`src/include/legv8_consts.svh`:
```
`ifndef LEGV8_CONSTS_SVH
`define LEGV8_CONSTS_SVH

// Register and data bus width.
`define DATA_WIDTH 64

// Architectural register count, X31 is XZR.
`define REG_COUNT 32

`define REG_IDX_WIDTH 5

// Destination of BL.
`define LINK_REG 30

`endif

```
`src/hw/regFile.sv`:
```
`timescale 1ns/1ps
`include "legv8_consts.svh"

module regFile (
    input  logic                      clk,
    input  logic                      rstN,
    input  logic [`REG_IDX_WIDTH-1:0] rdIdxA,
    input  logic [`REG_IDX_WIDTH-1:0] rdIdxB,
    input  logic [`REG_IDX_WIDTH-1:0] wrIdx,
    input  logic                      wrEn,
    input  logic [`DATA_WIDTH-1:0]    wrData,
    output logic [`DATA_WIDTH-1:0]    rdDataA,
    output logic [`DATA_WIDTH-1:0]    rdDataB
);

    localparam logic [`REG_IDX_WIDTH-1:0] zeroIdx = `REG_IDX_WIDTH'(`REG_COUNT - 1);

    logic [`DATA_WIDTH-1:0] regs [`REG_COUNT];

    always_ff @(posedge clk or negedge rstN) begin
        if (!rstN) begin
            for (int i = 0; i < `REG_COUNT; i++) begin
                regs[i] <= '0;
            end
        end else if (wrEn && (wrIdx != zeroIdx)) begin
            regs[wrIdx] <= wrData; // XZR writes are dropped.
        end
    end

    // XZR keeps its reset value since it is never written.
    assign rdDataA = regs[rdIdxA];
    assign rdDataB = regs[rdIdxB];

    // XZR must read as zero on both ports.
    assert property (@(posedge clk) disable iff (!rstN)
        ((rdIdxA == zeroIdx) -> (rdDataA == '0)) &&
        ((rdIdxB == zeroIdx) -> (rdDataB == '0)))
        else $error("XZR read returned a nonzero value");

endmodule

```
`config.mk`:
```
export PLATFORM = sky130hd
export DESIGN_NAME = regFile
export DESIGN_NICKNAME = d
export VERILOG_FILES = /design/src/hw/regFile.sv
export VERILOG_INCLUDE_DIRS = /design/src /design/src/include
export SDC_FILE = /design/constraint.sdc
export NUM_CORES = 2
export LEC_CHECK = 0
export CAP_MARGIN = 20
export CORE_ASPECT_RATIO = 1.25
export CORE_MARGIN = 5
export CORE_UTILIZATION = 45
export CTS_CLUSTER_SIZE = 8
export DETAILED_ROUTE_END_ITERATION = 12
export DONT_BUFFER_PORTS = 1
export HOLD_SLACK_MARGIN = 0.03
export PLACE_DENSITY = 0.58
export SETUP_SLACK_MARGIN = 0.05
export SLEW_MARGIN = 30
export SYNTH_ARGS = -nofsm -noshare
export SYNTH_HDL_FRONTEND = slang
export SYNTH_SLANG_ARGS = --single-unit
```
`constraint.sdc`:
```
create_clock -name clk -period 3.19 [get_ports clk]
set_input_delay 0.638 -clock clk [delete_from_list [all_inputs] [get_ports clk]]
set_output_delay 0.638 -clock clk [all_outputs]
set_load 0.1 [all_outputs]
```
==> PnR_summary.wiki <==
{| class="wikitable"
! Metric !! Value
|-
| Worst path cell trace || mux4_2 > a22oi_2 > nand4_1 > buf_6 > buf_16
|-
| Chip Height || 553.3 µm
|-
| Deepest level of the CTS H-tree || 5
|-
| Tmin final || 3.761 ns
|-
| Detail-routed via count per cell || 6.942
|-
| Final layout net count || 7143
|-
| Initial core utilization || 45.21%
|-
| Net switching component of the power || 24.14 mW
|-
| Min-Delay Endpoint || regs[1910]
|-
| Cell accounting for the most synthesized area || sky130_fd_sc_hd__dfrtp_1
|-
| Synthesized netlist net count || 6899
|-
| Combinational share of power || 24.3%
|-
| Wire per inst || 39.53 µm
|-
| Core utilization of the finished layout || 54.98%
|-
| Min-delay src || wrData[54]
|-
| Maximum number of pins on one net before global-route repair || 484
|-
| CTS tree || built
|-
| Total clock sinks || 2048
|-
| Smallest hold slack || 0.08979 ns
|-
| Number of global-route vias before repair || 71960
|-
| Worst reg2reg path endpoint || regs[1204]
|-
| Remaining antenna violation count after routing || 0
|-
| Clock root buffer || sky130_fd_sc_hd__clkbuf_16
|-
| Port Buffer Count || 0
|-
| DRC errors left || 0
|-
| GRT overflow || 0
|-
| Iter 0 DRT Violations || 7112
|-
| Type of element capturing the critical path || output pin
|-
| Launching point of the worst reg2reg path || regs[1204]
|-
| Cells on worst reg2reg path || 2
|-
| Relative area change from synthesis to final layout || 21.60%
|-
| Endpoints failing setup || 105
|-
| Total number of cells along the worst setup path || 5
|-
| Max Buffers Root-to-Sink || 4
|-
| Flop and latch count out of synthesis || 2048
|-
| Max-slew violation count || 108
|-
| Number of buffers added by the clock tree synthesis step || 305
|-
| Clock-pin slew of the registers on the worst-case setup and hold paths || 0.05 ns
|-
| Layout cell share with drive strength beyond 1 || 61.18%
|-
| Highest net fanout along the worst path || 424
|-
| Cell variety after synth || 47
|-
| Final setup slack of the worst path || -0.5713 ns
|-
| Status || complete, but fails checks
|-
| Sequential fraction of the synthesis area || 48.22%
|-
| Fraction of registers with async set or reset after synthesis || 100.0%
|-
| Registers with the most flip-flops || regs: 2048 flops
|-
| Maximum clock rate || 265.9 MHz
|-
| Crit path DAT || 3.12 ns
|-
| Clock network power share || 34.2%
|-
| Largest register by flop count || regs
|-
| Worst min-delay path class || primary input to register
|-
| Fraction of power consumed by sequential logic || 41.6%
|-
| Number of inserted filler cells in the final layout || 18780
|-
| Highest-delay cell along the critical path || sky130_fd_sc_hd__mux4_2
|-
| Full die area || 246000 µm²
|-
| Share of the clock period used by the worst path after layout || 117.9%
|-
| Ports placed on the boundary || 210
|-
| Gate count after technology mapping || 6817
|-
| Req. time, crit path || 2.55 ns
|-
| First-pass GRT wire length || 549.7 mm
|-
| P_int || 59.18 mW
|-
| Launching instance or port of the critical path || rdIdxA[2]
|-
| Critical path's top delay family || multiplexers
|-
| Leading cell type by number of instances after synthesis || sky130_fd_sc_hd__dfrtp_1
|-
| Transition time at the pin with the least slew margin || 1.939 ns
|-
| Buffers & Inverters on Critical Path || 2
|-
| Violated checks || max-slew violations, negative setup slack
|-
| Unrepaired setup endpoints after global routing || true
|-
| Fraction of synthesized cell area taken by the top area cell type || 48.22%
|-
| Overall routed net length || 403.0 mm
|-
| Number of flip-flops in the largest register || 2048
|-
| Layout Skew || 0 ns
|-
| Core area || 235000 µm²
|-
| Register-to-Register Setup Slack || 1.84 ns
|-
| Overall global routing resource usage || 31.04%
|-
| Synth Flop Type || sky130_fd_sc_hd__dfrtp_1
|-
| CP Launch Type || primary input
|-
| Maximum VDD drop || 0.4581 mV
|-
| Maximum capacitance violations || 0
|-
| Number of search-and-repair iterations in the first detailed-routing pass || 7
|-
| Yosys warnings || 0
|-
| Final GP Congestion || 0.8308
|-
| Most common library cells after synthesis || sky130_fd_sc_hd__dfrtp_1, sky130_fd_sc_hd__mux2_2, sky130_fd_sc_hd__mux4_2
|-
| Die width || 444.7 µm
|-
| Fraction of power spent switching nets || 28.97%
|-
| Standard-cell row count || 199
|-
| Hold Violations, Final || 0
|-
| Kind of critical path || primary input to output pin
|-
| Peak per-stage delay on the critical path || 0.79 ns
|-
| Avg Inst Size Synth || 15.59 µm²
|-
| Area of the mapped netlist || 106300 µm²
|-
| Sum of negative setup slack || -20.99 ns
|-
| Detailed-route via count || 70760
|-
| Worst relative slew slack || -29.26%
|-
| Number of synthesized flops with an enable pin || 0
|-
| Power density over the cells || 644.7 nW/µm²
|-
| Cell leakage power || 55.18 nW
|-
| Number of antenna violations at the first check in global routing || 13
|-
| Synth area leaders || sky130_fd_sc_hd__dfrtp_1, sky130_fd_sc_hd__mux4_2, sky130_fd_sc_hd__mux2_2
|-
| Hold-critical path depth || 2
|-
| Insertion delay to the later sink of the worst-skew pair || 0.93 ns
|-
| HPWL after DPL || 223.9 mm
|}
[worst max-delay path by stage]
stage                  end  slack (ns)
3_3_place_gp   rdDataB[28]       -0.52
5_1_grt        rdDataA[22]       -0.29
3_5_place_dp   rdDataB[28]       -0.53
2_1_floorplan  rdDataB[14]       -0.20
6_report       rdDataA[43]       -0.57
4_1_cts        rdDataA[28]       -0.26
[worst reg2reg max path, cell delays in order, from the launching register on]
cell,delay (ns)
sky130_fd_sc_hd__dfrtp_1,0.39
sky130_fd_sc_hd__mux2_1,0.28
sky130_fd_sc_hd__dlygate4sd3_1,0.55
[routing by layer]
layer	global-route usage [%]	wire length [µm]
met1	42.27	159200
met2	48.42	189000
met3	6.582	33970
met4	13.56	20790
met5	0	28
[power groups by stage]
stage / clock network (mW) / registers (mW) / logic, mW
finish: 28.5 / 34.6 / 20.2
global route: 29.9 / 35.1 / 21.1
CTS: 28.9 / 34.4 / 19.1
detailed placement: 0 / 34.8 / 18.1
global placement: 0 / 34.5 / 17.8
floorplan: 0 / 33.5 / 13.8
[layout make-up]
class,count,area [µm²],area share [%]
well taps,3115,3897,3.016
repair buffers,735,10880,8.416
clock inverters,3,33.78,0.02614
flip-flops and latches,2048,51250,39.66
clock buffers,314,7858,6.080
diodes,7,17.52,0.01355
multi-input cells,3971,55300,42.79
[cell families after synthesis]
| logic type | share of synthesized area [%] |
|---|---|
| buf+inv | 3.836 |
| mux | 42.55 |
| simple gates | 1.727 |
| flops | 48.22 |
| compound gates | 3.663 |
[metrics by stage]
| step | worst slack [ns] | area, µm² | std cells | power [mW] |
|---|---|---|---|---|
| 2_1_floorplan | -0.1972 | 108600 | 6817 | 47.38 |
| 3_3_place_gp | -0.5246 | 115900 | 9638 | 52.27 |
| 3_5_place_dp | -0.5292 | 115900 | 9638 | 52.92 |
| 4_1_cts | -0.2577 | 126000 | 10040 | 82.39 |
| 5_1_grt | -0.2911 | 129200 | 10190 | 86.17 |
| 6_report | -0.5713 | 129200 | 10190 | 83.32 |
[layout by cell type, fill, tap and decap left out, types with 10 or more instances in the layout]
| cell | synthesis | final |
|---|---|---|
| sky130_fd_sc_hd__nand3_1 | 36 | 25 |
| sky130_fd_sc_hd__mux2_2 | 1840 | 1840 |
| sky130_fd_sc_hd__buf_6 | 45 | 49 |
| sky130_fd_sc_hd__nor2_4 | 5 | 16 |
| sky130_fd_sc_hd__mux2i_1 | 202 | 194 |
| sky130_fd_sc_hd__o22ai_1 | 360 | 148 |
| sky130_fd_sc_hd__a221oi_2 | 3 | 14 |
| sky130_fd_sc_hd__nor4_4 | 0 | 79 |
| sky130_fd_sc_hd__a22oi_1 | 139 | 82 |
| sky130_fd_sc_hd__nand2_1 | 28 | 14 |
| sky130_fd_sc_hd__buf_12 | 2 | 227 |
| sky130_fd_sc_hd__o22ai_4 | 0 | 56 |
| sky130_fd_sc_hd__o22a_1 | 15 | 14 |
| sky130_fd_sc_hd__a22o_1 | 10 | 10 |
| sky130_fd_sc_hd__buf_2 | 287 | 56 |
| sky130_fd_sc_hd__buf_8 | 0 | 11 |
| sky130_fd_sc_hd__nor3_4 | 0 | 16 |
| sky130_fd_sc_hd__clkbuf_16 | 0 | 375 |
| sky130_fd_sc_hd__nand4_1 | 27 | 27 |
| sky130_fd_sc_hd__buf_4 | 93 | 257 |
| sky130_fd_sc_hd__a22oi_2 | 0 | 57 |
| sky130_fd_sc_hd__o221ai_2 | 0 | 11 |
| sky130_fd_sc_hd__mux4_2 | 926 | 926 |
| sky130_fd_sc_hd__buf_16 | 0 | 65 |
| sky130_fd_sc_hd__dfrtp_1 | 2048 | 2047 |
| sky130_fd_sc_hd__nand2_8 | 0 | 14 |
| sky130_fd_sc_hd__nand2_4 | 0 | 10 |
| sky130_fd_sc_hd__o22ai_2 | 0 | 156 |
| sky130_fd_sc_hd__mux2_1 | 144 | 144 |
[what timing repair did]
item	CTS	global route
gates resized for setup	234	273
hold buffers	73	0
endpoints found under the hold margin	2142	0
setup buffers	36	85
gates cloned	0	59
endpoints found under the setup margin	101	117
pin swaps	92	114
(Power assumes the default switching activity.)
