### src/include/legv8_consts.svh
`ifndef LEGV8_CONSTS_SVH
`define LEGV8_CONSTS_SVH

// Register and data bus width.
`define DATA_WIDTH 64

// Architectural register count, X31 is XZR.
`define REG_COUNT 32

`define REG_IDX_WIDTH 5

// Destination of BL.
`define LINK_REG 30

`endif

### src/hw/legv8Pkg.sv
`include "legv8_consts.svh"

package legv8Pkg;

    // Match patterns on instr[31:21], ? bits are don't care.
    typedef enum logic [10:0] {
        opB    = 11'b000101?????,
        opBlt  = 11'b01010100???,
        opBl   = 11'b100101?????,
        opBr   = 11'b11010110000,
        opCbz  = 11'b10110100???,
        opAddi = 11'b10010001000,
        opAdds = 11'b10101011000,
        opSubs = 11'b11101011000,
        opLdur = 11'b11111000010,
        opStur = 11'b11111000000
    } opCode_t;

    typedef enum logic [2:0] {
        aluPassB = 3'b000,
        aluAdd   = 3'b010,
        aluSub   = 3'b011
    } aluOp_t;

    typedef enum logic [1:0] {
        brNone  = 2'b00,
        brPcRel = 2'b01,
        brReg   = 2'b10
    } brSel_t;

    typedef enum logic [1:0] {
        srcReg   = 2'b00,
        srcImm12 = 2'b01,
        srcImm9  = 2'b10
    } aluSrc_t;

    typedef enum logic [1:0] {
        wbAlu  = 2'b00,
        wbMem  = 2'b01,
        wbLink = 2'b10
    } wbSel_t;

    typedef struct packed {
        aluOp_t  aluOp;
        aluSrc_t aluSrc;
        wbSel_t  memToReg;
        brSel_t  brTaken;
        logic    reg2Loc;   // 1 reads Rm, 0 reads Rt.
        logic    reg2Write; // 1 writes the link register.
        logic    regWrite;
        logic    memWrite;
        logic    memRead;
        logic    uncondBr;  // 1 takes imm26, 0 takes imm19.
        logic    flagWrite;
    } ctrlSig_t;

    typedef struct packed {
        logic negative;
        logic zero;
        logic overflow;
        logic carry;
    } aluFlags_t;

    typedef struct packed {
        logic                   cyc;
        logic                   stb;
        logic                   we;
        logic [`DATA_WIDTH-1:0] adr;
        logic [`DATA_WIDTH-1:0] datW;
    } wbReq_t;

    typedef struct packed {
        logic                   ack;
        logic [`DATA_WIDTH-1:0] datR;
    } wbRsp_t;

endpackage

### src/hw/controlSignal.sv
`timescale 1ns/1ps

module controlSignal
    import legv8Pkg::*;
(
    input  logic [31:0] instr,
    input  logic        aluZero,
    input  logic        bltTaken,
    output ctrlSig_t    ctrl
);

    always_comb begin
        // No-op values, kept for unknown opcodes.
        ctrl = '{
            aluOp:     aluPassB,
            aluSrc:    srcReg,
            memToReg:  wbAlu,
            brTaken:   brNone,
            reg2Loc:   1'b0,
            reg2Write: 1'b0,
            regWrite:  1'b0,
            memWrite:  1'b0,
            memRead:   1'b0,
            uncondBr:  1'b0,
            flagWrite: 1'b0
        };

        casez (instr[31:21])
            opB: begin
                ctrl.brTaken  = brPcRel;
                ctrl.uncondBr = 1'b1;
            end
            opBlt: begin
                ctrl.brTaken = bltTaken ? brPcRel : brNone; // N differs from V.
            end
            opBl: begin
                ctrl.brTaken   = brPcRel;
                ctrl.uncondBr  = 1'b1;
                ctrl.regWrite  = 1'b1;
                ctrl.reg2Write = 1'b1;
                ctrl.memToReg  = wbLink;
            end
            opBr: begin
                ctrl.brTaken = brReg; // Target comes from Rn.
            end
            opCbz: begin
                // Rt passes through the ALU so its zero flag decides.
                ctrl.aluOp   = aluPassB;
                ctrl.reg2Loc = 1'b0;
                ctrl.brTaken = aluZero ? brPcRel : brNone;
            end
            opAddi: begin
                ctrl.aluOp    = aluAdd;
                ctrl.aluSrc   = srcImm12;
                ctrl.regWrite = 1'b1;
            end
            opAdds: begin
                ctrl.aluOp     = aluAdd;
                ctrl.reg2Loc   = 1'b1;
                ctrl.regWrite  = 1'b1;
                ctrl.flagWrite = 1'b1;
            end
            opSubs: begin
                ctrl.aluOp     = aluSub;
                ctrl.reg2Loc   = 1'b1;
                ctrl.regWrite  = 1'b1;
                ctrl.flagWrite = 1'b1;
            end
            opLdur: begin
                ctrl.aluOp    = aluAdd;
                ctrl.aluSrc   = srcImm9;
                ctrl.memRead  = 1'b1;
                ctrl.regWrite = 1'b1;
                ctrl.memToReg = wbMem;
            end
            opStur: begin
                ctrl.aluOp    = aluAdd;
                ctrl.aluSrc   = srcImm9;
                ctrl.reg2Loc  = 1'b0;   // Store data is Rt.
                ctrl.memWrite = 1'b1;
            end
            default: begin
                ctrl.brTaken = brNone;
            end
        endcase
    end

endmodule

### config.mk
export PLATFORM = sky130hd
export DESIGN_NAME = controlSignal
export DESIGN_NICKNAME = d
export VERILOG_FILES = /design/src/hw/legv8Pkg.sv /design/src/hw/controlSignal.sv
export VERILOG_INCLUDE_DIRS = /design/src /design/src/include
export SDC_FILE = /design/constraint.sdc
export NUM_CORES = 1
export LEC_CHECK = 0
export ABC_AREA = 0
export BUFFER_PORTS_ARGS = -buffer_cell sky130_fd_sc_hd__buf_2
export CORE_AREA = 2 2 39 41
export DETAILED_ROUTE_END_ITERATION = 10
export DIE_AREA = 0 0 41 43
export PLACE_DENSITY = 0.68
export REMOVE_ABC_BUFFERS = 1
export SYNTH_ARGS = -nofsm -noshare
export SYNTH_HDL_FRONTEND = slang
export SYNTH_SLANG_ARGS = --single-unit
### constraint.sdc
create_clock -name vclk -period 1.7
set_input_delay 0.085 -clock vclk [all_inputs]
set_output_delay 0.085 -clock vclk [all_outputs]
set_load 0.02 [all_outputs]
==> reports/metrics.yaml, run 1 <==
final_layout:
  nets: 96
  seq_cell_count: 0
  fin_util: 0.287
  layout_common_cells: "buf_2, nor4_1"
  register_area_um2: 0
  layout_commonest_cell: "buf_2"
  synthToLayoutAreaGrowth_pct: 53.1
  num_antenna_cells: 0
  nClkBuffers: 0
  n_fill_cell: 160
  drive_gt1_frac: 0.600
synthesis:
  synth_top_family_by_area: "simple AND/OR/NAND/NOR gates"
  syn_area_um2: 259
  synth_mux_area_frac: 0
  synth_fa_ha_area_frac: 0
  netlist_instances: 35
  seq_area_frac_synth: 0
  synth-xor-area-share: 0
  avgSynthCellArea_um2: 7.40
  ys_types: 24
  yosys_warnings: 0
  synth-compound-area-share: 0.135
  synth-simple-area-share: 0.763
sta:
  final_max_slew_viol_count: 0
  clock.fmax_ghz: 0.660
  period_needed_ps: 1510
  worstMarginPinSlew_ps: 512
  min_period_over_period: 0.891
  rsz0062_at_grt: "no"
  tns_ps: 0
  maxSlewHeadroom: 0.656
  setup_viol: 0
  hold_viol: 0
drt:
  first_pass_iters: 2
  route.met2.wl_um: 377
  wl_um: 783
  vias_per_cell: 4.64
  drtIter0Drc: 1
  routed.top_layer: "met3"
  vias: 353
  drc: 0
  met1_length_um: 312
  wire_per_inst_um: 10.3
  ant_nets: 0
  route.met3.wl_um: 92
grt:
  grt_pass1_vias: 307
  grt_overflow: 0
  grt_max_degree: 8
  grt_pass1_wl_um: 1240
  antenna_found_initial: 0
  grt_usage: 0.0919
hold_path:
  hold_path_end: "ctrl[8]"
  worst_hold_startpoint: "instr[24]"
  hold_depth: 3
  hp-class: "input port to output pin"
placed_design:
  portBuffers: 28
  routabilityCongestion: 0.755
setup_path:
  crit_path_start: "instr[22]"
  worstSetupPathType: "input port to output pin"
  crit_path_end_kind: "output pin"
  crit_path_start_kind: "input port"
  cp_max_fo: 6
  cp.arrival_ps: 1430
  crit_required_ps: 1620
status:
  outcome: "complete, no violations"
power:
  irDropWorstVdd_uv: 58.0
  leakage_nw: 0.207
  power_density_nw_per_um2: 123
flow_run:
  drv_cap: 0
die:
  rows: 14
  core_um2: 1380
  dieHeight_um: 43
  die_x_um: 41
  design.die.area_um2: 1760
  pin_count: 50
  start_util: 0.187
clock_network:
  cts_hold_buffers: 0
  post_cts_buffers: 0
  cts_resized: 0
-- report_power, final --
part / switching, mW / total, mW / internal, mW
combinational: 0.0283 / 0.0489 / 0.0206
sequential: 0 / 0 / 0
clock: 0 / 0 / 0
-- logic make-up (layout without fill, tap and decap cells) --
| logic type | count (synthesis) | after routing |
|---|---|---|
| simple gates | 25 | 25 |
| compound gates | 6 | 6 |
| buf+inv | 3 | 28 |
| other cells | 1 | 1 |
-- how the worst max path moves through the flow --
stage | to
finish | ctrl[14]
global route | ctrl[4]
CTS | ctrl[4]
detailed placement | ctrl[14]
global placement | ctrl[4]
floorplan | ctrl[4]
-- layer usage --
layer  track usage  vias to the layer above
met5             0                        -
met4             0                        0
met3        0.0157                        0
met2         0.150                       19
met1         0.130                      153
li1              -                      181
-- synthesized netlist by cell type, drive strengths merged --
master / number / area, um2
nor4: 6 / 58.8
o21ai: 2 / 10.0
nor2b: 2 / 15.0
or4b: 1 / 13.8
and2: 4 / 27.5
nand2: 2 / 7.51
o21bai: 1 / 7.51
a21o: 1 / 7.51
nand4b: 2 / 17.5
or3b: 1 / 8.76
or4: 1 / 7.51
a21oi: 2 / 10.0
and2b: 1 / 8.76
buf: 3 / 22.5
conb: 1 / 3.75
nand2b: 3 / 21.3
nor2: 1 / 3.75
nand3b: 1 / 7.51
-- area by class of cell --
type | instances | area (um2) | share of cell area
multi-input combinational | 32 | 236 | 0.596
tap | 16 | 20.0 | 0.0505
timing repair buffer | 28 | 140 | 0.353
-- worst max-delay path, stage by stage --
cell	delay, ps
buf_2	130
or4b_4	560
nor4_4	320
o21bai_1	160
buf_2	180
-- metrics by stage --
stage	area (um2)	instances	power (mW)	setup slack (ps)	hold WS, ps
2_1_floorplan	236	32	0.0202	65.2	256
3_3_place_gp	397	76	0.0478	184	481
6_report	397	76	0.0489	185	480
4_1_cts	397	76	0.0496	169	482
3_5_place_dp	397	76	0.0495	175	481
5_1_grt	397	76	0.0550	96.0	504
Power figures use the tool's default switching activity.
==> inputs of run 2 (changes only) <==
- clock period: 1.7 -> 1.6 ns (I/O delays scaled with it)
==> run 2 against run 1 <==
Against the previous run: flip-flop and latch count stayed put; global-route usage stayed put; non-clock buffer count is 1 higher; via count is 1.1% lower; combinational power is 10% higher; critical path depth is 1 higher; hold slack worse by 3.5 ps; final cell count is 1.3% higher; largest cell class unchanged; highest routed layer unchanged.
==> reports/metrics.yaml, run 2 (synthesis results as in run 1) <==
status:
  outcome: "complete, no violations"
grt:
  grt_pass1_wl_um: 1220
  grt_max_degree: 8
  grt_overflow: 0
  grt_usage: 0.0919
  antenna_found_initial: 0
  grt_pass1_vias: 310
sta:
  min_period_over_period: 0.917
  setup_slack_ps: 133
  setup_viol: 0
  hold_viol: 0
  final_max_slew_viol_count: 0
  clock.fmax_ghz: 0.682
  worstMarginPinSlew_ps: 543
  rsz0062_at_grt: "no"
  tns_ps: 0
  period_needed_ps: 1470
  maxSlewHeadroom: 0.635
die:
  pin_count: 50
  rows: 14
  design.die.area_um2: 1760
  core_um2: 1380
  dieHeight_um: 43
  start_util: 0.187
  die_x_um: 41
drt:
  drtIter0Drc: 3
  wl_um: 745
  first_pass_iters: 4
  ant_nets: 0
  vias: 349
  wire_per_inst_um: 9.68
  vias_per_cell: 4.53
  drc: 0
setup_path:
  crit_buf_inv: 2
  cp.arrival_ps: 1390
  crit_chain: "buf_2 -> or4b_4 -> nor4_4 -> a21oi_1 -> o21ai_1 -> buf_2"
  worstSetupPathType: "input port to output pin"
  slowest_delay_ps: 560
  path_depth: 6
  cpMostUsedCell: "buf_2"
  crit_required_ps: 1520
  crit_path_start: "instr[22]"
  crit_path_start_kind: "input port"
  path_delay_family: "simple AND/OR/NAND/NOR gates"
  cp_slowest_cell: "or4b_4"
  cp_max_fo: 5
  crit_path_end_kind: "output pin"
final_layout:
  nClkBuffers: 0
  num_antenna_cells: 0
  register_area_um2: 0
  seq_cell_count: 0
  layout_commonest_cell: "buf_2"
  synthToLayoutAreaGrowth_pct: 56.0
  nets: 97
  drive_gt1_frac: 0.607
  layout_common_cells: "buf_2, nor4_1"
  fin_area_um2: 404
placed_design:
  pre_cts_ws_ps: 129
  routabilityCongestion: 0.757
  portBuffers: 28
  dp_hpwl_um: 668
  place_area_um2: 404
power:
  irDropWorstVdd_uv: 60.1
  leakage_nw: 0.211
  power_density_nw_per_um2: 133
flow_run:
  drv_cap: 0
hold_path:
  hp-class: "input port to output pin"
  hold_depth: 3
  worst_hold_startpoint: "instr[24]"
clock_network:
  cts_resized: 0
  post_cts_buffers: 0
  cts_hold_buffers: 0
-- run 2: worst paths after layout --
kind	end	slack, ps
setup / recovery	ctrl[4]	130
hold / removal	ctrl[8]	480
-- run 2: final cells by class --
type	count	area (um2)
fillers	164	980
multi-input cells	32	236
well taps	16	20.0
repair buffers	29	148
-- run 2: tightest hold or removal path, delay by kind of cell --
| kind | cells | cell delay [ps] |
|---|---|---|
| AND/OR/NAND/NOR | 1 | 60 |
| buffers and inverters | 2 | 260 |
-- run 2: per-layer routing --
metal	share of wire	wire (um)	track usage	vias to the layer above
met2	0.46	342	0.156	19
met3	0.10	78	0.00524	0
met4	0	0	0	0
met1	0.44	325	0.130	148
met5	0	0	0	-
li1	-	-	-	182
-- run 2: where the power goes --
part | internal [mW] | switching (mW)
Clock | 0 | 0
Sequential | 0 | 0
Combinational | 0.0234 | 0.0304
-- run 2: stage by stage --
stage / utilization / total power, mW / cells / hold WS (ps)
floorplan: - / 0.0215 / 32 / 246
global placement: 0.292 / 0.0527 / 77 / 471
detailed placement: 0.292 / 0.0539 / 77 / 472
CTS: 0.292 / 0.0540 / 77 / 474
global route: 0.292 / 0.0593 / 77 / 497
finish: 0.292 / 0.0538 / 77 / 477
==> inputs of run 3 (changes only) <==
- PLACE_DENSITY: 0.68 -> default
==> run 3 against run 2 <==
Against the previous run: utilization unchanged; global-route usage up 0.30 points; routed wire length grew 4.4%; flip-flop and latch count stayed put; highest routed layer unchanged; combinational power about the same; critical endpoint is now ctrl[14]; design area unchanged; critical path depth is 1 lower; largest cell class unchanged.
==> reports/metrics.yaml, run 3 (synthesis results as in run 1) <==
status:
  outcome: "complete, no violations"
drt:
  drc: 0
  ant_nets: 0
  drtIter0Drc: 2
  vias_per_cell: 4.55
  wire_per_inst_um: 10.1
  wl_um: 778
  vias: 350
  first_pass_iters: 4
setup_path:
  worstSetupPathType: "input port to output pin"
  crit_path_start_kind: "input port"
  crit_path_end_kind: "output pin"
  cp.arrival_ps: 1400
  crit_end: "ctrl[14]"
  crit_chain: "buf_2 -> or4b_4 -> nor4_4 -> o21bai_1 -> buf_2"
  path_delay_family: "simple AND/OR/NAND/NOR gates"
  cp_max_fo: 5
  slowest_delay_ps: 560
  crit_buf_inv: 2
  crit_required_ps: 1520
  path_depth: 5
  cp_slowest_cell: "or4b_4"
  cpMostUsedCell: "buf_2"
  crit_path_start: "instr[22]"
grt:
  antenna_found_initial: 0
  grt_usage: 0.0949
  grt_overflow: 0
  grt_pass1_vias: 323
  grt_pass1_wl_um: 1280
  grt_max_degree: 8
die:
  design.die.area_um2: 1760
  rows: 14
  start_util: 0.187
  core_um2: 1380
  dieHeight_um: 43
  pin_count: 50
  die_x_um: 41
final_layout:
  layout_commonest_cell: "buf_2"
  layout_common_cells: "buf_2, nor4_1"
  drive_gt1_frac: 0.607
  n_fill_cell: 162
  synthToLayoutAreaGrowth_pct: 56.0
  seq_cell_count: 0
  register_area_um2: 0
  nets: 97
  nClkBuffers: 0
  num_antenna_cells: 0
clock_network:
  post_cts_buffers: 0
  cts_resized: 0
  cts_hold_buffers: 0
power:
  p_clk_frac: 0
  irDropWorstVdd_uv: 58.3
  seqPwrFrac: 0
  power_density_nw_per_um2: 133
  combPwrFrac: 1.000
  leakage_nw: 0.211
  p_int_mw: 0.0234
  p_sw_frac: 0.565
  power.net_switching_mw: 0.0304
placed_design:
  routabilityCongestion: 0.758
  portBuffers: 28
  pre_cts_ws_ps: 104
  dp_hpwl_um: 689
flow_run:
  drv_cap: 0
sta:
  final_max_slew_viol_count: 0
  setup_slack_ps: 119
  clock.fmax_ghz: 0.675
  whs_ps: 467
  worstMarginPinSlew_ps: 567
  hold_viol: 0
  min_period_over_period: 0.925
  maxSlewHeadroom: 0.619
  period_needed_ps: 1480
  rsz0062_at_grt: "no"
  setup_viol: 0
hold_path:
  hp-class: "input port to output pin"
-- run 3: through the flow --
step	setup TNS, ps	instance area [um2]	std cells	total power [mW]	util
global route	0	404	77	0.0598	0.292
finish	0	404	77	0.0539	0.292
global placement	0	404	77	0.0531	0.292
detailed placement	0	404	77	0.0542	0.292
CTS	0	404	77	0.0544	0.292
floorplan	-62.7	236	32	0.0215	-
-- run 3: worst min-delay path by stage --
stage                         start      end  slack [ps]  depth (start not counted)
final                     instr[24]  ctrl[8]         470                          3
after CTS                 instr[24]  ctrl[8]         470                          3
after detailed placement  instr[24]  ctrl[8]         470                          3
after global placement    instr[24]  ctrl[8]         470                          3
after global routing      instr[24]  ctrl[8]         490                          3
after floorplan           instr[27]  ctrl[8]         250                          1
-- run 3: cell type report --
cell class / instances / area (um2) / area share
timing repair buffer: 29 / 148 / 0.365
tap: 16 / 20.0 / 0.0495
multi-input combinational: 32 / 236 / 0.585
-- run 3: layer usage --
metal / wire length (um) / vias to the layer above / GRT usage
met2: 337 / 19 / 0.156
met5: 0 / - / 0
met4: 0 / 0 / 0
met3: 87 / 0 / 0.00524
li1: - / 182 / -
met1: 353 / 149 / 0.139
-- run 3: worst min-delay path: cells and delay by family --
| family | cells | cell delay [ps] |
|---|---|---|
| buffers and inverters | 2 | 260 |
| and+or+nand+nor | 1 | 50 |
-- run 3: power by group through the flow --
stage                     clock [mW]  sequential (mW)  combinational, mW
final                              0                0             0.0539
after global routing               0                0             0.0598
after CTS                          0                0             0.0544
after detailed placement           0                0             0.0542
after global placement             0                0             0.0531
after floorplan                    0                0             0.0215
