===== config.mk =====
export PLATFORM = sky130hd
export DESIGN_NAME = aluUnit
export DESIGN_NICKNAME = d
export VERILOG_FILES = /design/src/hw/legv8Pkg.sv /design/src/hw/aluUnit.sv
export VERILOG_INCLUDE_DIRS = /design/src /design/src/include
export SDC_FILE = /design/constraint.sdc
export NUM_CORES = 1
export LEC_CHECK = 0
export ABC_AREA = 1
export BUFFER_PORTS_ARGS = -buffer_cell sky130_fd_sc_hd__buf_2
export CAP_MARGIN = 25
export CORE_UTILIZATION = 57
export DETAILED_ROUTE_END_ITERATION = 7
export PLACE_DENSITY = 0.85
export SETUP_SLACK_MARGIN = 0.02
export SYNTH_ARGS = -nofsm -noshare
export SYNTH_HDL_FRONTEND = slang
export SYNTH_SLANG_ARGS = --single-unit

===== constraint.sdc =====
create_clock -name vclk -period 3.2
set_input_delay 0.16 -clock vclk [all_inputs]
set_output_delay 0.16 -clock vclk [all_outputs]
set_load 0.005 [all_outputs]

===== src/include/legv8_consts.svh =====
`ifndef LEGV8_CONSTS_SVH
`define LEGV8_CONSTS_SVH

// Register and data bus width.
`define DATA_WIDTH 64

// Architectural register count, X31 is XZR.
`define REG_COUNT 32

`define REG_IDX_WIDTH 5

// Destination of BL.
`define LINK_REG 30

`endif


===== src/hw/legv8Pkg.sv =====
`include "legv8_consts.svh"

package legv8Pkg;

    // Match patterns on instr[31:21], ? bits are don't care.
    typedef enum logic [10:0] {
        opB    = 11'b000101?????,
        opBlt  = 11'b01010100???,
        opBl   = 11'b100101?????,
        opBr   = 11'b11010110000,
        opCbz  = 11'b10110100???,
        opAddi = 11'b10010001000,
        opAdds = 11'b10101011000,
        opSubs = 11'b11101011000,
        opLdur = 11'b11111000010,
        opStur = 11'b11111000000
    } opCode_t;

    typedef enum logic [2:0] {
        aluPassB = 3'b000,
        aluAdd   = 3'b010,
        aluSub   = 3'b011
    } aluOp_t;

    typedef enum logic [1:0] {
        brNone  = 2'b00,
        brPcRel = 2'b01,
        brReg   = 2'b10
    } brSel_t;

    typedef enum logic [1:0] {
        srcReg   = 2'b00,
        srcImm12 = 2'b01,
        srcImm9  = 2'b10
    } aluSrc_t;

    typedef enum logic [1:0] {
        wbAlu  = 2'b00,
        wbMem  = 2'b01,
        wbLink = 2'b10
    } wbSel_t;

    typedef struct packed {
        aluOp_t  aluOp;
        aluSrc_t aluSrc;
        wbSel_t  memToReg;
        brSel_t  brTaken;
        logic    reg2Loc;   // 1 reads Rm, 0 reads Rt.
        logic    reg2Write; // 1 writes the link register.
        logic    regWrite;
        logic    memWrite;
        logic    memRead;
        logic    uncondBr;  // 1 takes imm26, 0 takes imm19.
        logic    flagWrite;
    } ctrlSig_t;

    typedef struct packed {
        logic negative;
        logic zero;
        logic overflow;
        logic carry;
    } aluFlags_t;

    typedef struct packed {
        logic                   cyc;
        logic                   stb;
        logic                   we;
        logic [`DATA_WIDTH-1:0] adr;
        logic [`DATA_WIDTH-1:0] datW;
    } wbReq_t;

    typedef struct packed {
        logic                   ack;
        logic [`DATA_WIDTH-1:0] datR;
    } wbRsp_t;

endpackage


===== src/hw/aluUnit.sv =====
`timescale 1ns/1ps
`include "legv8_consts.svh"

module aluUnit
    import legv8Pkg::*;
(
    input  logic [`DATA_WIDTH-1:0] opA,
    input  logic [`DATA_WIDTH-1:0] opB,
    input  aluOp_t                 aluOp,
    output logic [`DATA_WIDTH-1:0] result,
    output aluFlags_t              flags
);

    localparam int msb = `DATA_WIDTH - 1;

    logic [`DATA_WIDTH-1:0] opBEff;
    logic                   carryIn;
    logic [`DATA_WIDTH:0]   sum;

    // Subtract as A + ~B + 1.
    assign carryIn = (aluOp == aluSub);
    assign opBEff  = carryIn ? ~opB : opB;
    assign sum     = {1'b0, opA} + {1'b0, opBEff} + {{`DATA_WIDTH{1'b0}}, carryIn};

    always_comb begin
        case (aluOp)
            aluAdd, aluSub: begin
                result         = sum[msb:0];
                flags.carry    = sum[`DATA_WIDTH]; // Set means no borrow on subtract.
                // Same-sign operands giving an opposite-sign result.
                flags.overflow = (opA[msb] == opBEff[msb]) && (sum[msb] != opA[msb]);
            end
            default: begin
                result         = opB;
                flags.carry    = 1'b0;
                flags.overflow = 1'b0;
            end
        endcase
        flags.negative = result[msb];
        flags.zero     = (result == '0);
    end

endmodule


==> results of run 1 <==
[metrics by stage]
step / util / std cells
4_1_cts: 0.812 / 2193
2_1_floorplan: - / 1598
3_3_place_gp: 0.804 / 2188
3_5_place_dp: 0.804 / 2188
[cells in the mapped netlist (3+ instances only)]
cell type / n
a21oi_1: 62
o21bai_1: 12
buf_1: 4
nor2_1: 140
inv_2: 5
inv_1: 324
clkbuf_1: 13
nor2_2: 12
nand2_2: 23
or2_1: 4
nand2_1: 636
xor2_1: 28
nor3_2: 7
nor3_1: 14
nand3_1: 92
nor4_1: 4
nand3b_1: 7
nand3_2: 6
nand4_1: 16
or2_2: 3
o21ai_0: 37
xnor2_1: 55
ha_1: 68
o21ai_1: 6
[cells by family after synthesis]
kind of cell | synth area share
simple gates | 0.530
buf+inv | 0.174
compound gates | 0.0877
xor+xnor | 0.0947
fa+ha+maj | 0.113
[what timing repair did]
action / in CTS
hold buffers: 0
gates resized for setup: 23
pin swaps: 5
buffers inserted: 5
endpoints found under the setup margin: 3
==> impl_results.md, run 1 <==
* Status: aborted with a tool error
* Halt Stage: global routing (5_1_grt)
* Tool error: [ERROR DPL-0038] Utilization greater than 100%, impossible to legalize
* Yosys warning total at 0
* GRT repair_timing worst endpoint: flags[2]
* DP Worst Slack at -448 ps
* Synth area leader: nand2_1
* Top-area cell type share of the netlist area at 0.311
* Post-DP Area at 0.0106 mm^2
* Syn nets at 1,798
* Chip height at 118 um
* Row Count at 42
* PortBufs at 199
* Io pins at 199
* Sequential area share after synthesis at 0
* Avg Cell Area, Syn at 4.81 um^2
* Worst_ep kind: primary output
* Synth cell types at 40
* DIE WIDTH at 118 um
* Detailed Place HPWL at 28.9 mm
* Largest net degree at the start of global routing at 50
* Largest cells by area after synthesis: nand2_1 31%, inv_1 16%, ha_1 11%
* Syn Inst Count at 1,598
* Routability cong. at 1.10
* Starting Density at 0.582
* Synth Cell Area at 0.00768 mm^2
==> run 2: changes to the inputs <==
--- a/config.mk
+++ b/config.mk
@@ -9,10 +9,9 @@
 export ABC_AREA = 1
 export BUFFER_PORTS_ARGS = -buffer_cell sky130_fd_sc_hd__buf_2
 export CAP_MARGIN = 25
-export CORE_UTILIZATION = 57
+export CORE_UTILIZATION = 40
 export DETAILED_ROUTE_END_ITERATION = 7
-export PLACE_DENSITY = 0.85
-export SETUP_SLACK_MARGIN = 0.02
+export PLACE_DENSITY_LB_ADDON = 0.15
 export SYNTH_ARGS = -nofsm -noshare
 export SYNTH_HDL_FRONTEND = slang
 export SYNTH_SLANG_ARGS = --single-unit
==> impl_results.md, run 2 <==
* Crit path kind: input pin to primary output
* Initial antenna violation count at 1
* CP Capture Type: primary output
* Clkbuf count at 0
* Via density at 4.93
* Final Setup Violations at 5
* Status: complete, but fails checks (was aborted with a tool error)
* Starting Density at 0.409 (was 0.582)
* Sum Neg Setup Slack at -801 ps
* Die ar. at 0.0198 mm^2
* Io pins at 199 (unchanged)
* Routed WL at 38.4 mm
* Synth area leader: nand2_1 (unchanged)
* # fillers at 1,908
* Post-DRT Antenna Nets at 0
* Layout cells sized above 1 at 0.372
* Detailed Place HPWL at 32.9 mm (was 28.9 mm)
* Residual DRC count at 0
* Worst path max stage delay at 360 ps
* Hold path startpoint: opB[47]
* Via count at 11,700
* # diodes at 0
* Synth-to-Final Area Change at 62.2%
* Startpoint types: input pin
* Post-DP Area at 0.0115 mm^2 (was 0.0106 mm^2)
* Avg Cell Area, Syn at 4.81 um^2 (unchanged)
* Met2 WL at 16.7 mm
* Failing checks: negative setup slack
* Seq. cell area at 0 um^2
* Yosys warning total at 0 (unchanged)
* GRT Total Usage at 0.368
* Synth Cell Area at 0.00768 mm^2 (unchanged)
* Critical path peak fanout at 8
* Max-cap violations at 0
* Endpoints failing hold at 0
* Fmax at 272 MHz
* Row Count at 50 (was 42)
* Hold path cells at 4
* Hold path endpoint: result[47]
* Top-area cell type share of the netlist area at 0.311 (unchanged)
* Core area at 0.0188 mm^2
* First-pass GRT wire length at 55.7 mm
* Chip height at 141 um (was 118 um)
* RSZ-0062 raised after global routing: yes
* Total iterations of the first detailed-routing run at 6
* FF+latch count at 0
* DIE WIDTH at 141 um (was 118 um)
* Final nets at 2,350
* Synth cell types at 40 (unchanged)
* Power Density at 244 mW/mm^2
* Most common cell in the netlist: nand2_1 (unchanged)
* Post-route clock period utilization at 1.15
* Most frequent cells in the layout: 573 x nand2_1, 364 x buf_4, 315 x inv_1, 199 x buf_2, 97 x nor2_1
* Tmin final at 3680 ps
* VDD IR-drop max at 0.149 mV
* Largest net degree at the start of global routing at 47
* Wire per inst at 16.1 um
* WP data required at 3040 ps
* Final Worst Setup Slack at -480 ps
* M1 WL at 17.4 mm
* Worst Setup SP: aluOp[2]
* Synth top cells by count: 636 x nand2_1, 324 x inv_1, 140 x nor2_1, 92 x nand3_1, 68 x ha_1 (unchanged)
* Slowest CP cell: ha_1
* Kind of cell adding the most delay to the critical path: simple AND/OR/NAND/NOR gates
* Routability cong. at 1.05 (was 1.10)
* Syn nets at 1,798 (unchanged)
* Arr. time, crit path at 3520 ps
* Commonest non-fill, non-tap cell in the layout: nand2_1
* PortBufs at 199 (unchanged)
* Hold WC Path Type: input pin to primary output
* DRT iter0 DRCs at 955
* DP Worst Slack at -820 ps (was -448 ps)
* Sequential area share after synthesis at 0 (unchanged)
* Post-route cell area at 0.0125 mm^2
* CP Cell Sequence: buf_2 -> inv_2 -> nand3_4 -> buf_12 -> buf_4 -> xor2_1 -> ha_1 -> nand2_2 -> inv_1 -> nand2_1 -> nand2_1 -> inv_1 -> nand3_2 -> buf_4 -> xor2_1 -> a21boi_1 -> nand3_1 -> nor3_2 -> nand3_1 -> nor2_4 -> nand3_4 -> nor2_4 -> buf_2
* Slew HR at 0.649
* Static leakage at 7.51 nW
* Worst path bufs/invs at 8
* Highest routed layer: met4
* Final Slew Violations at 0
* Met3 wire length at 3.50 mm
* Largest cells by area after synthesis: nand2_1 31%, inv_1 16%, ha_1 11% (unchanged)
* CTS Hold Buffers Added at 0 (unchanged)
* GR Overflow Total at 0
* Number of global-route vias before repair at 10,400
* WHS at 649 ps
* Syn Inst Count at 1,598 (unchanged)
* Worst-Margin Slew at 526 ps
==> run 2: per-layer routing <==
metal  global-route usage  vias up
li1                     -     5953
met1                0.515     5262
met2                0.593      468
met3               0.0609       51
met4               0.0704        0
met5                    0        -
==> run 2: area by class of cell <==
| type | count | area, um^2 | share of cell area |
|---|---|---|---|
| multi-input combinational | 1246 | 7040 | 0.565 |
| inverter | 331 | 1240 | 0.0997 |
| timing repair buffer | 571 | 3880 | 0.312 |
| tap | 234 | 293 | 0.0235 |
==> run 2: timing repair <==
| action | in CTS | in global routing |
|---|---|---|
| resized for setup | 41 | 169 |
| endpoints found under the setup margin | 14 | 45 |
| pin swaps | 7 | 46 |
| gates cloned | 0 | 2 |
| setup buffers | 3 | 18 |
==> run 2: metrics by stage <==
stage               utilization  total power, mW  cells
floorplan                     -             1.33   1598
global placement          0.614             2.70   2359
detailed placement        0.614             2.71   2359
CTS                       0.624             2.76   2362
global route              0.664             3.28   2382
finish                    0.664             3.04   2382
==> run 2: logic make-up after synthesis <==
group           count (synthesis)  share of synthesized area
compound gates                124                     0.0877
xor+xnor                       83                     0.0947
buf+inv                       352                      0.174
simple gates                  970                      0.530
fa+ha+maj                      69                      0.113
==> run 2: worst max-delay path by stage <==
stage          slack [ps]  cells past startpoint       end
6_report             -480                     23  flags[2]
5_1_grt              -620                     29  flags[2]
4_1_cts              -430                     24  flags[2]
3_5_place_dp         -820                     23  flags[2]
3_3_place_gp         -770                     24  flags[2]
2_1_floorplan         350                     21  flags[2]
==> run 2: report_power, final <==
group,switching (mW),leakage (nW),internal (mW),total [mW]
registers,0,0,0,0
clock network,0,0,0,0
logic,1.67,7.51,1.36,3.04
total,1.67,7.51,1.36,3.04
No activity file was read; power rests on OpenSTA's default activity.
==> run 3: changes to the inputs <==
--- a/config.mk
+++ b/config.mk
@@ -8,10 +8,11 @@
 export LEC_CHECK = 0
 export ABC_AREA = 1
 export BUFFER_PORTS_ARGS = -buffer_cell sky130_fd_sc_hd__buf_2
-export CAP_MARGIN = 25
+export CAP_MARGIN = 20
 export CORE_UTILIZATION = 40
 export DETAILED_ROUTE_END_ITERATION = 7
 export PLACE_DENSITY_LB_ADDON = 0.15
+export RECOVER_POWER = 100
 export SYNTH_ARGS = -nofsm -noshare
 export SYNTH_HDL_FRONTEND = slang
 export SYNTH_SLANG_ARGS = --single-unit
==> constraint.sdc (replaced) <==
create_clock -name vclk -period 4.4
set_input_delay 0.22 -clock vclk [all_inputs]
set_output_delay 0.22 -clock vclk [all_outputs]
set_load 0.005 [all_outputs]
==> impl_results.md, run 3 (synthesized netlist as in run 2, its figures left out) <==
* PortBufs at 199 (unchanged)
* Clkbuf count at 0 (unchanged)
* Endpoints failing hold at 0 (unchanged)
* Kind of cell adding the most delay to the critical path: simple AND/OR/NAND/NOR gates (unchanged)
* Largest net degree at the start of global routing at 75 (was 47)
* # fillers at 2,236 (was 1,908)
* GRT Total Usage at 0.336 (was 0.368)
* Hold WC Path Type: input pin to primary output (unchanged)
* Total iterations of the first detailed-routing run at 5 (was 6)
* Routed WL at 33.6 mm (was 38.4 mm)
* Overall power at 1.51 mW (was 3.04 mW)
* Commonest non-fill, non-tap cell in the layout: nand2_1 (unchanged)
* Critical Path Most Common Cell: nand2_1
* RSZ-0062 raised after global routing: no (was yes)
* GR Overflow Total at 0 (unchanged)
* Multi-input combinational cell area at 0.00632 mm^2 (was 0.00704 mm^2)
* Layout cells sized above 1 at 0.137 (was 0.372)
* # diodes at 0 (unchanged)
* Worst path max stage delay at 400 ps (was 360 ps)
* Core area at 0.0188 mm^2 (unchanged)
* Post-route clock period utilization at 0.940
* Synth-to-Final Area Change at 17.2% (was 62.2%)
* Seq. cell area at 0 um^2 (unchanged)
* Post-DP Area at 0.00901 mm^2 (was 0.0115 mm^2)
* Critical path peak fanout at 13 (was 8)
* Status: complete, but fails checks (unchanged)
* Io pins at 199 (unchanged)
* Slew HR at -0.0811 (was 0.649)
* First-pass GRT wire length at 51.0 mm (was 55.7 mm)
* CTS resizes at 0 (was 41)
* Final Slew Violations at 75 (was 0)
* CP Cell Sequence: buf_2 -> inv_1 -> nand3_4 -> clkbuf_1 -> xor2_1 -> ha_1 -> nand2_1 -> inv_1 -> nand2_1 -> nor3_2 -> nand2_1 -> nand2_1 -> nand2_1 -> nand2_1 -> xnor2_1 -> o21ai_0 -> nor2_1 -> nand2_1 -> nor2_1 -> nand3_1 -> nor2_1 -> buf_2 (was buf_2 -> inv_2 -> nand3_4 -> buf_12 -> buf_4 -> xor2_1 -> ha_1 -> nand2_2 -> inv_1 -> nand2_1 -> nand2_1 -> inv_1 -> nand3_2 -> buf_4 -> xor2_1 -> a21boi_1 -> nand3_1 -> nor3_2 -> nand3_1 -> nor2_4 -> nand3_4 -> nor2_4 -> buf_2)
* VDD IR-drop max at 0.126 mV (was 0.149 mV)
* Static leakage at 5.57 nW (was 7.51 nW)
* DIE WIDTH at 141 um (unchanged)
* Max-cap violations at 1 (was 0)
* Slowest CP cell: ha_1 (unchanged)
* Startpoint types: input pin (unchanged)
* Final nets at 2,000 (was 2,350)
* Detailed Place HPWL at 29.6 mm (was 32.9 mm)
* Initial antenna violation count at 0 (was 1)
* Via density at 5.05 (was 4.93)
* Worst-Margin Slew at 1620 ps (was 526 ps)
* FF+latch count at 0 (unchanged)
* Number of global-route vias before repair at 9,274 (was 10,400)
* Power Density at 168 mW/mm^2 (was 244 mW/mm^2)
* WHS at 756 ps (was 649 ps)
* Fmax at 242 MHz
* Arr. time, crit path at 3920 ps (was 3520 ps)
* Die ar. at 0.0198 mm^2 (unchanged)
* Failing checks: max-capacitance violations, max-slew violations (was negative setup slack)
* Tmin final at 4140 ps
* Most frequent cells in the layout: 641 x nand2_1, 324 x inv_1, 173 x buf_2, 140 x nor2_1, 93 x nand3_1 (was 573 x nand2_1, 364 x buf_4, 315 x inv_1, 199 x buf_2, 97 x nor2_1)
* Post-route cell area at 0.00900 mm^2 (was 0.0125 mm^2)
* Starting Density at 0.409 (unchanged)
* Chip height at 141 um (unchanged)
* Wire per inst at 16.5 um (was 16.1 um)
* Crit path kind: input pin to primary output (unchanged)
* Routability cong. at 1.02 (was 1.05)
* Final Setup Violations at 0 (was 5)
* Post-DRT Antenna Nets at 0 (unchanged)
* Row Count at 50 (unchanged)
* Residual DRC count at 0 (unchanged)
* CP Capture Type: primary output (unchanged)
* Sum Neg Setup Slack at 0 ps (was -801 ps)
* Via count at 10,300 (was 11,700)
* WP data required at 4180 ps (was 3040 ps)
* DRT iter0 DRCs at 877 (was 955)
* Worst path bufs/invs at 5 (was 8)
[run 3: cell count changes in the layout (fill, tap and decap cells not counted), sizes merged]
cell | previous run | this run
clkbuf | 2 | 30
buf | 569 | 191
[run 3: routing by layer]
| layer | share of wire | vias up | wire (um) | global-route usage |
|---|---|---|---|---|
| li1 | - | 5247 | - | - |
| met4 | 0.018 | 0 | 610 | 0.0561 |
| met3 | 0.084 | 24 | 2810 | 0.0427 |
| met2 | 0.42 | 352 | 14200 | 0.528 |
| met1 | 0.48 | 4645 | 16000 | 0.491 |
| met5 | 0 | - | 0 | 0 |
[run 3: final timing paths]
kind / startpoint / cells past startpoint / to
max: aluOp[2] / 22 / flags[2]
min: opB[0] / 3 / result[0]
[run 3: cell type report]
| type | instances | share of cell area |
|---|---|---|
| well taps | 234 | 0.0325 |
| multi-input cells | 1246 | 0.703 |
| inverters | 331 | 0.138 |
| repair buffers | 221 | 0.127 |
[run 3: through the flow]
step	util	worst slack [ps]	std cells
after detailed placement	0.480	275	2023
after CTS	0.480	268	2023
final	0.479	264	2032
after global placement	0.480	201	2023
after global routing	0.479	49.9	2032
after floorplan	-	1430	1598
[run 3: tightest hold or removal path: stages]
cell	delay, ps
buf_2	100
xor2_1	90
buf_2	130
[run 3: power breakdown]
group          internal (mW)  leakage (nW)  switching (mW)  total [mW]
clock                      0             0               0           0
sequential                 0             0               0           0
combinational          0.514          5.57           0.995        1.51
total                  0.514          5.57           0.995        1.51
[run 3: repair_timing]
action,in CTS,in global routing
setup buffers,0,9
endpoints found under the setup margin,0,1
hold buffers,0,0
